## config.mk

```make
export PLATFORM = sky130hd
export DESIGN_NAME = serial_seq_top
export DESIGN_NICKNAME = d
export VERILOG_FILES = /design/src/verilog/seq_isa_pkg.sv /design/src/verilog/seq_bus_pkg.sv /design/src/verilog/mem_req_if.sv /design/src/verilog/serial_shift_reg.sv /design/src/verilog/serial_counter.sv /design/src/verilog/serial_pc_ctrl.sv /design/src/verilog/instr_decoder.sv /design/src/verilog/rd_writeback.sv /design/src/verilog/mem_arbiter.sv /design/src/verilog/serial_seq_top.sv
export SDC_FILE = /design/constraint.sdc
export NUM_CORES = 1
export LEC_CHECK = 0
export BUFFER_PORTS_ARGS = -buffer_cell sky130_fd_sc_hd__buf_4
export CORE_UTILIZATION = 30
export CTS_CLUSTER_SIZE = 25
export DETAILED_ROUTE_END_ITERATION = 8
export SYNTH_ARGS = -nofsm -noshare
export SYNTH_HDL_FRONTEND = slang
export SYNTH_SLANG_ARGS = --single-unit
```

## constraint.sdc

```tcl
create_clock -name clk -period 2.54 [get_ports clk]
set_input_delay 0 -clock clk [delete_from_list [all_inputs] [get_ports clk]]
set_output_delay 0 -clock clk [all_outputs]
set_load 0.01 [all_outputs]
```

## src/verilog/seq_isa_pkg.sv

```systemverilog
package seq_isa_pkg;

   localparam int XLEN      = 32;
   localparam int CNT_W     = $clog2(XLEN);
   localparam int CNT_BIT2  = 2;   // bit index that carries the +4
   localparam int OPC_LSB   = 0;
   localparam int OPC_W     = 7;
   localparam int RD_LSB    = 7;
   localparam int RD_WIDTH  = 5;
   localparam int U_IMM_LSB = 12;  // first bit of the upper immediate

   typedef enum logic [OPC_W-1:0] {
      OP_LUI   = 7'b0110111,
      OP_AUIPC = 7'b0010111,
      OP_JAL   = 7'b1101111,
      OP_OTHER = 7'b0010011
   } opcode_e;

   // anything unknown executes as a plain pc+4
   function automatic opcode_e decode_op(logic [OPC_W-1:0] bits);
      case (bits)
         OP_JAL, OP_AUIPC, OP_LUI: return opcode_e'(bits);
         default:                  return OP_OTHER;
      endcase
   endfunction

   // j-format with bits 1:0 zero since targets are word aligned
   function automatic logic [XLEN-1:0] imm_j(logic [XLEN-1:0] ir);
      return {{12{ir[31]}}, ir[19:12], ir[20], ir[30:22], 2'b00};
   endfunction

   function automatic logic [XLEN-1:0] imm_u(logic [XLEN-1:0] ir);
      return {ir[31:U_IMM_LSB], {U_IMM_LSB{1'b0}}};
   endfunction

endpackage

```

## src/verilog/seq_bus_pkg.sv

```systemverilog
package seq_bus_pkg;

   localparam int ADR_W = 32;
   localparam int DAT_W = 32;

   localparam logic [ADR_W-1:0] RESET_PC    = 32'h100;
   localparam logic [ADR_W-1:0] RESULT_BASE = 32'h8000;  // rd n lands at base + 4*n

   typedef enum logic [1:0] {
      GNT_NONE,
      GNT_WB,
      GNT_FETCH
   } grant_e;

endpackage

```

## src/verilog/mem_req_if.sv

```systemverilog
`timescale 1ns/1ns

interface mem_req_if;
   import seq_bus_pkg::*;

   logic             req;
   logic             ack;
   logic             we;
   logic [ADR_W-1:0] adr;
   logic [DAT_W-1:0] wdata;
   logic [DAT_W-1:0] rdata;  // valid while ack is high

   modport requester (
      output req, we, adr, wdata,
      input  ack, rdata
   );

   modport arbiter (
      input  req, we, adr, wdata,
      output ack, rdata
   );

endinterface

```

## src/verilog/serial_shift_reg.sv

```systemverilog
`timescale 1ns/1ns

module serial_shift_reg #(
   parameter logic [seq_isa_pkg::XLEN-1:0] INIT = '0
) (
   input  logic                           clk,
   input  logic                           i_rst,
   input  logic                           i_en,
   input  logic                           i_d,
   output logic                           o_q,
   output logic [seq_isa_pkg::XLEN-1:1]   o_par
);
   import seq_isa_pkg::*;

   logic [XLEN-1:0] data;

   always_ff @(posedge clk) begin
      if (i_rst) begin
         data <= INIT;
      end else if (i_en) begin
         data <= {i_d, data[XLEN-1:1]};  // new bit enters at the top
      end
   end

   assign o_q   = data[0];
   assign o_par = data[XLEN-1:1];

endmodule

```

## src/verilog/serial_counter.sv

```systemverilog
`timescale 1ns/1ns

module serial_counter (
   input  logic clk,
   input  logic i_rst,
   input  logic i_start,
   output logic o_pc_en,
   output logic o_cnt2,
   output logic o_cnt12to31,
   output logic o_cnt_done
);
   import seq_isa_pkg::*;

   logic             active;
   logic [CNT_W-1:0] idx;

   always_ff @(posedge clk) begin
      if (i_rst) begin
         active <= 1'b0;
         idx    <= '0;
      end else if (i_start) begin
         active <= 1'b1;
         idx    <= '0;
      end else if (active) begin
         idx <= idx + 1'b1;  // wraps back to 0 after the last bit
         if (idx == CNT_W'(XLEN - 1)) begin
            active <= 1'b0;
         end
      end
   end

   assign o_pc_en     = active;
   assign o_cnt2      = active & (idx == CNT_W'(CNT_BIT2));
   assign o_cnt12to31 = active & (idx >= CNT_W'(U_IMM_LSB));
   assign o_cnt_done  = active & (idx == CNT_W'(XLEN - 1));

   // a new fetch can only finish once the previous word is fully shifted
   a_no_restart: assert property (@(posedge clk) disable iff (i_rst)
      i_start |-> !active);

endmodule

```

## src/verilog/serial_pc_ctrl.sv

```systemverilog
`timescale 1ns/1ns

module serial_pc_ctrl (
   input  logic         clk,
   input  logic         i_rst,
   input  logic         i_pc_en,
   input  logic         i_cnt2,
   input  logic         i_cnt12to31,
   input  logic         i_jump,
   input  logic         i_utype,
   input  logic         i_pc_rel,
   input  logic         i_jal,
   input  logic         i_imm,
   output logic         o_rd,
   output logic         o_fetch_done,
   mem_req_if.requester fetch
);
   import seq_isa_pkg::*;
   import seq_bus_pkg::*;

   typedef enum logic [1:0] {
      F_REQ,    // req high and waiting for ack
      F_DRAIN,  // req dropped and waiting for ack to fall
      F_RUN     // word is being executed
   } fetch_state_e;

   fetch_state_e    state;
   logic            pc;
   logic [XLEN-1:1] pc_par;
   logic            new_pc;
   logic            pc_plus_4;
   logic            pc_plus_4_cy;
   logic            pc_plus_4_cy_r;
   logic            pc_plus_offset;
   logic            pc_plus_offset_cy;
   logic            pc_plus_offset_cy_r;
   logic            offset_a;
   logic            offset_b;

   serial_shift_reg #(
      .INIT (RESET_PC)
   ) pc_reg (
      .clk   (clk),
      .i_rst (i_rst),
      .i_en  (i_pc_en),
      .i_d   (new_pc),
      .o_q   (pc),
      .o_par (pc_par)
   );

   assign {pc_plus_4_cy, pc_plus_4} = {1'b0, pc} + {1'b0, i_cnt2} + {1'b0, pc_plus_4_cy_r};

   // lui has pc_rel low so the sum is just the immediate
   assign offset_a = i_pc_rel & pc;
   assign offset_b = i_imm & (i_cnt12to31 | ~i_utype);  // u-imm only feeds bits 12..31
   assign {pc_plus_offset_cy, pc_plus_offset} =
      {1'b0, offset_a} + {1'b0, offset_b} + {1'b0, pc_plus_offset_cy_r};

   assign new_pc = i_jump ? pc_plus_offset : pc_plus_4;
   assign o_rd   = (i_utype & pc_plus_offset) | (i_jal & pc_plus_4);

   always_ff @(posedge clk) begin
      pc_plus_4_cy_r      <= i_pc_en & pc_plus_4_cy;
      pc_plus_offset_cy_r <= i_pc_en & pc_plus_offset_cy;
   end

   always_ff @(posedge clk) begin
      if (i_rst) begin
         state <= F_REQ;
      end else begin
         case (state)
            F_REQ:   if (fetch.ack) state <= F_DRAIN;
            F_DRAIN: if (!fetch.ack) state <= F_RUN;
            F_RUN:   if (!i_pc_en) state <= F_REQ;
            default: state <= F_REQ;
         endcase
      end
   end

   // next req goes up on the cycle after cnt_done when the new pc is complete
   assign fetch.req    = (state == F_REQ) | ((state == F_RUN) & ~i_pc_en);
   assign fetch.we     = 1'b0;
   assign fetch.adr    = {pc_par, pc};
   assign fetch.wdata  = '0;
   assign o_fetch_done = (state == F_DRAIN) & ~fetch.ack;

   // address holds while the fetch waits for ack
   a_req_held: assert property (@(posedge clk) disable iff (i_rst)
      fetch.req && !fetch.ack |=> fetch.req && $stable(fetch.adr));

endmodule

```

## src/verilog/instr_decoder.sv

```systemverilog
`timescale 1ns/1ns

module instr_decoder (
   input  logic                               clk,
   input  logic                               i_rst,
   input  logic                               i_fetch_ack,
   input  logic [seq_bus_pkg::DAT_W-1:0]      i_rdata,
   input  logic                               i_pc_en,
   input  logic                               i_cnt12to31,
   output logic                               o_jump,
   output logic                               o_utype,
   output logic                               o_pc_rel,
   output logic                               o_jal,
   output logic                               o_imm,
   output logic                               o_rd_valid,
   output logic [seq_isa_pkg::RD_WIDTH-1:0]   o_rd_index
);
   import seq_isa_pkg::*;

   opcode_e         op;
   opcode_e         op_in;
   logic [XLEN-1:0] imm_load;
   logic [XLEN-1:0] imm_sr;
   logic            imm_shift;

   assign op_in = decode_op(i_rdata[OPC_LSB +: OPC_W]);

   // u-type keeps only the upper 20 bits, they shift out during bits 12..31
   assign imm_load = (op_in == OP_JAL) ? imm_j(i_rdata) : (imm_u(i_rdata) >> U_IMM_LSB);
   assign imm_shift = i_pc_en & (~o_utype | i_cnt12to31);

   always_ff @(posedge clk) begin
      if (i_rst) begin
         op <= OP_OTHER;
      end else if (i_fetch_ack) begin
         op <= op_in;
      end
   end

   always_ff @(posedge clk) begin
      if (i_fetch_ack) begin
         o_rd_index <= i_rdata[RD_LSB +: RD_WIDTH];
         imm_sr     <= imm_load;
      end else if (imm_shift) begin
         imm_sr <= {1'b0, imm_sr[XLEN-1:1]};
      end
   end

   assign o_jump     = (op == OP_JAL);
   assign o_jal      = (op == OP_JAL);
   assign o_utype    = (op == OP_AUIPC) | (op == OP_LUI);
   assign o_pc_rel   = (op == OP_JAL) | (op == OP_AUIPC);
   assign o_rd_valid = (op != OP_OTHER);
   assign o_imm      = imm_sr[0];

endmodule

```

## src/verilog/rd_writeback.sv

```systemverilog
`timescale 1ns/1ns

module rd_writeback (
   input  logic                             clk,
   input  logic                             i_rst,
   input  logic                             i_pc_en,
   input  logic                             i_cnt_done,
   input  logic                             i_rd_bit,
   input  logic                             i_rd_valid,
   input  logic [seq_isa_pkg::RD_WIDTH-1:0] i_rd_index,
   mem_req_if.requester                     wb
);
   import seq_isa_pkg::*;
   import seq_bus_pkg::*;

   logic [XLEN-1:0]  rd_sr;
   logic [ADR_W-1:0] adr_r;
   logic             req_r;

   always_ff @(posedge clk) begin
      if (i_pc_en) begin
         rd_sr <= {i_rd_bit, rd_sr[XLEN-1:1]};  // bit 0 arrives first
      end
      if (i_cnt_done) begin
         adr_r <= RESULT_BASE + ADR_W'({i_rd_index, 2'b00});
      end
   end

   // x0 is never written
   always_ff @(posedge clk) begin
      if (i_rst) begin
         req_r <= 1'b0;
      end else if (i_cnt_done && i_rd_valid && (i_rd_index != '0)) begin
         req_r <= 1'b1;
      end else if (wb.ack) begin
         req_r <= 1'b0;
      end
   end

   assign wb.req   = req_r;
   assign wb.we    = 1'b1;
   assign wb.adr   = adr_r;
   assign wb.wdata = rd_sr;

endmodule

```

## src/verilog/mem_arbiter.sv

```systemverilog
`timescale 1ns/1ns

module mem_arbiter (
   input  logic                          clk,
   input  logic                          i_rst,
   mem_req_if.arbiter                    wb,
   mem_req_if.arbiter                    fetch,
   output logic                          o_mem_req,
   output logic                          o_mem_we,
   output logic [seq_bus_pkg::ADR_W-1:0] o_mem_adr,
   output logic [seq_bus_pkg::DAT_W-1:0] o_mem_wdata,
   input  logic                          i_mem_ack,
   input  logic [seq_bus_pkg::DAT_W-1:0] i_mem_rdata
);
   import seq_bus_pkg::*;

   grant_e gnt;

   always_ff @(posedge clk) begin
      if (i_rst) begin
         gnt <= GNT_NONE;
      end else begin
         case (gnt)
            GNT_NONE: begin
               if (!i_mem_ack) begin
                  if (wb.req) gnt <= GNT_WB;  // write-back wins a tie
                  else if (fetch.req) gnt <= GNT_FETCH;
               end
            end
            GNT_WB:    if (!wb.req && !i_mem_ack) gnt <= GNT_NONE;
            GNT_FETCH: if (!fetch.req && !i_mem_ack) gnt <= GNT_NONE;
            default:   gnt <= GNT_NONE;
         endcase
      end
   end

   always_comb begin
      o_mem_req   = 1'b0;
      o_mem_we    = fetch.we;
      o_mem_adr   = fetch.adr;
      o_mem_wdata = fetch.wdata;
      if (gnt == GNT_WB) begin
         o_mem_req   = wb.req;
         o_mem_we    = wb.we;
         o_mem_adr   = wb.adr;
         o_mem_wdata = wb.wdata;
      end else if (gnt == GNT_FETCH) begin
         o_mem_req = fetch.req;
      end
   end

   assign wb.ack      = (gnt == GNT_WB) & i_mem_ack;
   assign fetch.ack   = (gnt == GNT_FETCH) & i_mem_ack;
   assign wb.rdata    = i_mem_rdata;
   assign fetch.rdata = i_mem_rdata;

   // a rising ack goes only to the one side that still requests
   a_one_ack: assert property (@(posedge clk) disable iff (i_rst)
      $rose(i_mem_ack) |-> (wb.ack && wb.req) || (fetch.ack && fetch.req));

   // memory may only answer a request this arbiter has granted
   a_ack_granted: assert property (@(posedge clk) disable iff (i_rst)
      i_mem_ack |-> gnt != GNT_NONE);

endmodule

```

## src/verilog/serial_seq_top.sv

```systemverilog
`timescale 1ns/1ns

module serial_seq_top (
   input  logic                          clk,
   input  logic                          i_rst,
   output logic                          o_mem_req,
   output logic                          o_mem_we,
   output logic [seq_bus_pkg::ADR_W-1:0] o_mem_adr,
   output logic [seq_bus_pkg::DAT_W-1:0] o_mem_wdata,
   input  logic                          i_mem_ack,
   input  logic [seq_bus_pkg::DAT_W-1:0] i_mem_rdata
);
   import seq_isa_pkg::*;

   logic                pc_en;
   logic                cnt2;
   logic                cnt12to31;
   logic                cnt_done;
   logic                fetch_done;
   logic                imm_bit;
   logic                jump;
   logic                utype;
   logic                pc_rel;
   logic                jal;
   logic                rd_bit;
   logic                rd_valid_op;
   logic [RD_WIDTH-1:0] rd_index;

   mem_req_if fetch_bus ();
   mem_req_if wb_bus ();

   serial_counter counter_i (
      .clk         (clk),
      .i_rst       (i_rst),
      .i_start     (fetch_done),  // count starts once ack has fallen
      .o_pc_en     (pc_en),
      .o_cnt2      (cnt2),
      .o_cnt12to31 (cnt12to31),
      .o_cnt_done  (cnt_done)
   );

   serial_pc_ctrl pc_ctrl_i (
      .clk          (clk),
      .i_rst        (i_rst),
      .i_pc_en      (pc_en),
      .i_cnt2       (cnt2),
      .i_cnt12to31  (cnt12to31),
      .i_jump       (jump),
      .i_utype      (utype),
      .i_pc_rel     (pc_rel),
      .i_jal        (jal),
      .i_imm        (imm_bit),
      .o_rd         (rd_bit),
      .o_fetch_done (fetch_done),
      .fetch        (fetch_bus.requester)
   );

   instr_decoder decoder_i (
      .clk         (clk),
      .i_rst       (i_rst),
      .i_fetch_ack (fetch_bus.ack),
      .i_rdata     (fetch_bus.rdata),
      .i_pc_en     (pc_en),
      .i_cnt12to31 (cnt12to31),
      .o_jump      (jump),
      .o_utype     (utype),
      .o_pc_rel    (pc_rel),
      .o_jal       (jal),
      .o_imm       (imm_bit),
      .o_rd_valid  (rd_valid_op),
      .o_rd_index  (rd_index)
   );

   rd_writeback writeback_i (
      .clk        (clk),
      .i_rst      (i_rst),
      .i_pc_en    (pc_en),
      .i_cnt_done (cnt_done),
      .i_rd_bit   (rd_bit),
      .i_rd_valid (rd_valid_op),
      .i_rd_index (rd_index),
      .wb         (wb_bus.requester)
   );

   mem_arbiter arbiter_i (
      .clk         (clk),
      .i_rst       (i_rst),
      .wb          (wb_bus.arbiter),
      .fetch       (fetch_bus.arbiter),
      .o_mem_req   (o_mem_req),
      .o_mem_we    (o_mem_we),
      .o_mem_adr   (o_mem_adr),
      .o_mem_wdata (o_mem_wdata),
      .i_mem_ack   (i_mem_ack),
      .i_mem_rdata (i_mem_rdata)
   );

endmodule

```

* Yosys cells after proc, flatten, opt, wreduce, memory -nomap -nowiden
Index checks and enable logic that the tools add are counted.
** Storage, ports and cells
- Output and inout port bits :: 66
- Logic and storage cells :: 104
- Bits of input ports :: 35
- Register bits :: 153
** Operators by class
- Bitwise logic cells :: 22
- Mux-type cells :: 25
- Order comparisons :: 1
- Add/sub/neg operators :: 6
- Eq/ne operators :: 21
- Reduce and logical (&&, ||, !) cells :: 16
** Operators by type and width (count)
- 32-bit two-way mux :: 5
- 7-bit equality test, second input constant :: 3
- 16-bit by 7-bit adder with 17-bit output, first input constant :: 1
- 2-bit two-way mux :: 8
- 1-bit bitwise AND :: 14
- 7-bit by 5-bit equality test with 1-bit output, second input constant :: 2
- 7-bit by 6-bit equality test with 1-bit output, second input constant :: 2
- 2-bit one-hot mux with 3 select lines :: 2
- 1-bit two-way mux :: 9
- 7-bit two-way mux :: 1
- 7-bit by 5-bit inequality test with 1-bit output, second input constant :: 1
- 2-bit by 1-bit inequality test with 1-bit output, second input constant :: 3
- 2-bit inequality test, second input constant :: 3
- 5-bit by 1-bit adder with 5-bit output, second input constant :: 1
- 5-bit by 2-bit equality test with 1-bit output, second input constant :: 1
- 5-bit equality test, second input constant :: 1
- 5-bit by 4-bit greater-or-equal comparator with 1-bit output, second input constant :: 1
- 1-bit bitwise OR :: 5
- 5-bit nonzero test :: 1
- 1-bit by 1-bit adder with 2-bit output :: 2
- 2-bit by 1-bit adder with 2-bit output :: 2
- 2-bit by 1-bit equality test with 1-bit output, second input constant :: 2
- 2-bit equality test, second input constant :: 2
- 1-bit logical AND :: 4
- other kinds (9) :: 15

* Depth between registers and ports, before layout
- Depth in word-level cells :: 9
- Gate-level depth with buffers :: 6
- Depth with buffers taken out :: 6

* By module
From an unflattened synthesis, not the netlist that was laid out.
** Unflattened totals
- Cell total of the unflattened synthesis :: 607
- Area total of the unflattened synthesis :: 6901.6 µm²
** Modules (own cells, without submodules)
- instr_decoder :: cells an instance 193, area an instance 2008.2 µm², seq. area each 1251.2 µm², times used 1
- mem_arbiter :: cells an instance 149, area an instance 1520.2 µm², seq. area each 40.0 µm², times used 1
- rd_writeback :: cells an instance 73, area an instance 1382.6 µm², seq. area each 1131.1 µm², times used 1
- serial_shift_reg :: cells an instance 103, area an instance 1166.1 µm², seq. area each 640.6 µm², times used 1
- serial_pc_ctrl :: cells an instance 53, area an instance 474.2 µm², seq. area each 80.1 µm², times used 1
- serial_counter :: cells an instance 36, area an instance 350.3 µm², seq. area each 120.1 µm², times used 1

* Worst setup path before layout
Ideal clock, no wire load.
- Kind :: reg-to-reg
- Start point :: reg counter_i.active, in the netlist counter_i.o_pc_en
- End point :: reg decoder_i.imm_sr[0] (enable)
- Slack :: -0.122 ns
- Library setup time :: 0.388 ns
- Cell stages (with the launch flop) :: 4
- Arrival time :: 2.274 ns
- Data required time :: 2.152 ns
- Period minus slack after synthesis :: 2.662 ns
- Path through :: dfxtp_1 -> buf_2 -> buf_2 -> a21o_1
** On the way
- Longest elaborated chain between the ends :: 4
** RTL lines
- start, declared :: RTL line serial_counter.sv:14 : logic active;
- start signal, assigned :: RTL line serial_counter.sv:19 : active <= 1'b0;
- start signal, assigned :: RTL line serial_counter.sv:22 : active <= 1'b1;
- start signal, assigned :: RTL line serial_counter.sv:27 : active <= 1'b0;
- 1-bit bitwise AND :: RTL line serial_counter.sv:34 : assign o_cnt12to31 = active & (idx >= CNT_W'(U_IMM_LSB));
- 1-bit bitwise OR :: RTL line instr_decoder.sv:30 : assign imm_shift = i_pc_en & (~o_utype | i_cnt12to31);
- 1-bit bitwise AND * :: RTL line instr_decoder.sv:30
- 2-bit nonzero test (no source line) *
- end signal, assigned :: RTL line instr_decoder.sv:43 : imm_sr <= imm_load;
- end signal, assigned :: RTL line instr_decoder.sv:45 : imm_sr <= {1'b0, imm_sr[XLEN-1:1]};
- end, declared :: RTL line instr_decoder.sv:23 : logic [XLEN-1:0] imm_sr;
Mark *: on every way between the ends. The rest lies on a longest branch, timed or not.
A chain may end at the register's enable or synchronous reset.

* Final worst setup path
- Start point :: reg arbiter_i.gnt[1]
- End point :: reg decoder_i.imm_sr[3], data pin
** On the way
- Longest elaborated chain between the ends :: 3
** RTL lines
- start, declared :: RTL line mem_arbiter.sv:17 : grant_e gnt;
- start signal, assigned :: RTL line mem_arbiter.sv:21 : gnt <= GNT_NONE;
- start signal, assigned :: RTL line mem_arbiter.sv:26 : if (wb.req) gnt <= GNT_WB;
- start signal, assigned :: RTL line mem_arbiter.sv:27 : else if (fetch.req) gnt <= GNT_FETCH;
- 2-bit equality test :: RTL line mem_arbiter.sv:53 : assign fetch.ack = (gnt == GNT_FETCH) & i_mem_ack;
- 1-bit bitwise AND :: RTL line mem_arbiter.sv:53
- 32-bit two-way mux :: RTL line instr_decoder.sv:41 : if (i_fetch_ack) begin
Every way passes these cells.

==> impl_metrics.yaml <==
clocking:
  cts_buffers: 17
  cts_resized: 0
  cts_tree: "built"
  insertion_delay_ps: 420
  root_buffer: "clkbuf_16"
  clock_sinks: 126
  postCtsHoldBufs: 36
  postCtsSetupBuffers: 0
  clock_path_buffers: 2
  htree_levels: 4
  path_clk_slew_ps: 60
pwr:
  power_mw: 4.760
  leakagePower_nw: 2.897
  ir_drop_mv: 0.4536
  powerDensity_mw_per_mm2: 649.9
worst_hold_path:
  hold_class: "in2reg"
  hp-start: "i_mem_rdata[6]"
layout:
  area_growth_pct: 33.81
  fillers: 1701
  post-route-util_pct: 40.91
  drive_gt1_share_pct: 24.64
  nets: 645
  stdcell_count: 846
  diodes: 0
  finalInstanceArea_mm2: 0.007325
logic_synthesis:
  yosys_warnings: 0
  synth_cells: 476
  netlist_area_mm2: 0.005474
  yosys_register_bits: 126
  ys_async_sr_fraction_pct: 0
  synth_area_leader_cell: "edfxtp_1"
  synth_area_per_cell_um2: 11.50
  synth_seq_area_share_pct: 59.61
  synth_top_area_share_pct: 40.59
  synth.top_cells.by_area: "edfxtp_1 (41%), dfxtp_1 (19%), mux2i_1 (6.2%)"
  synth_cell_types: 45
  syn_nets: 517
  ys.flop_type: "edfxtp_1"
  synth_edf_count: 74
critical_path:
  cp-end-kind: "register"
  critPathTopFamily: "buffers and inverters"
  worstSetupStartpoint: "arbiter_i.gnt[1]"
  crit_end: "decoder_i.imm_sr[3]"
  start_kind: "register"
  worst_path_largest_cell_delay_ps: 540
  cp_num_cells: 6
  cp.arrival_ps: 2620
  critPathSlowestCell: "dlygate4sd3_1"
  path_buf_inv: 3
  cp.required_ps: 2820
  rrSetupSlack_ps: 210
  worstSetupPathType: "reg2reg"
  path_max_fanout: 32
  r2r_cells: 6
  r2r-start: "arbiter_i.gnt[1]"
  crit_chain: "nand3b_4 > inv_2 > buf_4 > nand4_1 > nand3_1 > dlygate4sd3_1"
  reg2reg_to: "decoder_i.imm_sr[3]"
routing:
  antenna_left: 0
  firstDrtPassIters: 4
  viasPerCell: 4.670
  drc: 0
  wl_per_cell_um: 13.47
  drtIter0Drc: 158
  vias: 3951
  wl_um: 11400
die:
  die_y_um: 137.1
  io_pins: 101
  die_width_um: 137.1
  fp-row-count: 49
  core_mm2: 0.01790
  die-area_mm2: 0.01879
  floorplan.initialDensity_pct: 30.58
grt:
  grt_max_degree: 61
  grtUsageTotal_pct: 13.06
  grt_overflow_total: 0
  antenna_found_initial: 0
  grt_pass1_wl_um: 18730
  grt_pass1_vias: 3794
place:
  place_area_mm2: 0.006416
  place.port_buffers: 100
  dp_slack_ps: 279.7
  dp_hpwl_um: 7475
  placedCellCount: 778
  globalplace.congestion: 0.8365
sta:
  max_freq_mhz: 429.1
  finalWorstSetupSlack_ps: 209.3
  maxSlewViolCount: 0
  setup_violations: 0
  maxSlewHeadroom_pct: 50.75
  fin_crit_sh_pct: 91.76
  fin_crit_ps: 2331
  tightest_slew_ps: 738.3
  finalClockSkew_ps: 9.127
  rsz0062_at_grt: "false"
  tns_ps: 0
  hold_violations: 0
  whs_ps: 138.6
job:
  cap_violations: 0
run_status:
  outcome: "completed"
cell usage in the layout (no fill, tap or decap), types with 3 or more instances in the layout:
cell	count
nand4_1	19
and2_1	34
o21ai_0	6
clkinvlp_4	5
o211ai_1	19
nand3_1	23
nor2_1	44
inv_1	4
dlygate4sd3_1	36
clkbuf_16	17
nor3_1	3
dfxtp_1	51
buf_4	107
edfxtp_1	74
a21o_1	12
mux2_2	5
or3_1	3
nand2b_1	3
and3_1	3
ha_1	4
a21oi_1	8
nand2_1	35
mux2i_1	34
nor2b_1	28
clkinv_2	5
registers in the layout, indices dropped and copies added, names as in the netlist:
register                       flops
arbiter_i.gnt                      2
counter_i.idx                      5
counter_i.o_pc_en                  1
decoder_i.imm_sr                  32
decoder_i.o_rd_index               5
decoder_i.op                       7
pc_ctrl_i.pc_plus_4_cy_r           1
pc_ctrl_i.pc_plus_offset_cy_r      1
pc_ctrl_i.pc_reg.data             32
pc_ctrl_i.state                    2
writeback_i.wb.adr                 5
writeback_i.wb.req                 1
writeback_i.wb.wdata              32
cells in the mapped netlist (3+ instances only):
master / count
nor2_1: 44
o211ai_1: 19
o21ai_0: 6
nand3_1: 23
nor2b_1: 28
dfxtp_1: 52
a21o_1: 12
buf_2: 12
edfxtp_1: 74
or3_1: 3
nand2b_1: 3
inv_1: 4
mux2i_1: 34
and3_1: 3
buf_4: 6
nor3_1: 3
and2_1: 34
mux2_2: 5
nand2_1: 35
a21oi_1: 8
nand4_1: 19
clkbuf_1: 16
ha_1: 4
kinds of logic after synthesis:
family	synth area share, %
adder cells (fa/ha/maj)	1.646
AND/OR/NAND/NOR	20.85
multiplexers	7.246
flip-flops	59.61
AO/OA/AOI/OAI	6.606
XOR/XNOR	0.4801
buffers and inverters	3.566
worst reg2reg max path: stages (launching register included):
cell	delay, ps
dfxtp_1	490
nand3b_4	180
inv_2	330
buf_4	370
nand4_1	160
nand3_1	130
dlygate4sd3_1	540
worst min-delay path by stage:
| stage | endpoint | slack [ps] | cells past startpoint |
|---|---|---|---|
| final | decoder_i.op[5] | 140 | 4 |
| after global routing | decoder_i.op[2] | 130 | 4 |
| after CTS | decoder_i.op[2] | 90 | 4 |
| after detailed placement | decoder_i.o_rd_index[4] | 180 | 1 |
| after global placement | decoder_i.o_rd_index[0] | 180 | 1 |
| after floorplan | decoder_i.o_rd_index[0] | 100 | 0 |
power by group:
group	total, mW	internal [mW]	leakage, nW	switching [mW]
Combinational	0.286	0.138	1.53	0.148
Clock	2.22	1.33	0.259	0.886
Sequential	2.25	2.23	1.10	0.0235
routing by layer:
layer / GRT usage [%] / wire (um) / vias to the layer above
met5: 0 / 0 / -
met4: 5.250 / 191 / 0
met3: 4.000 / 651 / 18
met2: 20.26 / 5179 / 111
met1: 16.88 / 5377 / 1861
li1: - / - / 1961
layout make-up:
class | count | area, um2 | share of cell area [%]
inverters | 5 | 18.77 | 0.2562
flip-flops and latches | 126 | 3267 | 44.60
clock buffers | 17 | 425.4 | 5.808
repair buffers | 144 | 1184 | 16.16
well taps | 229 | 286.5 | 3.912
multi-input cells | 310 | 2021 | 27.59
clock inverters | 15 | 122.6 | 1.674
No activity file was read; power rests on OpenSTA's default activity.
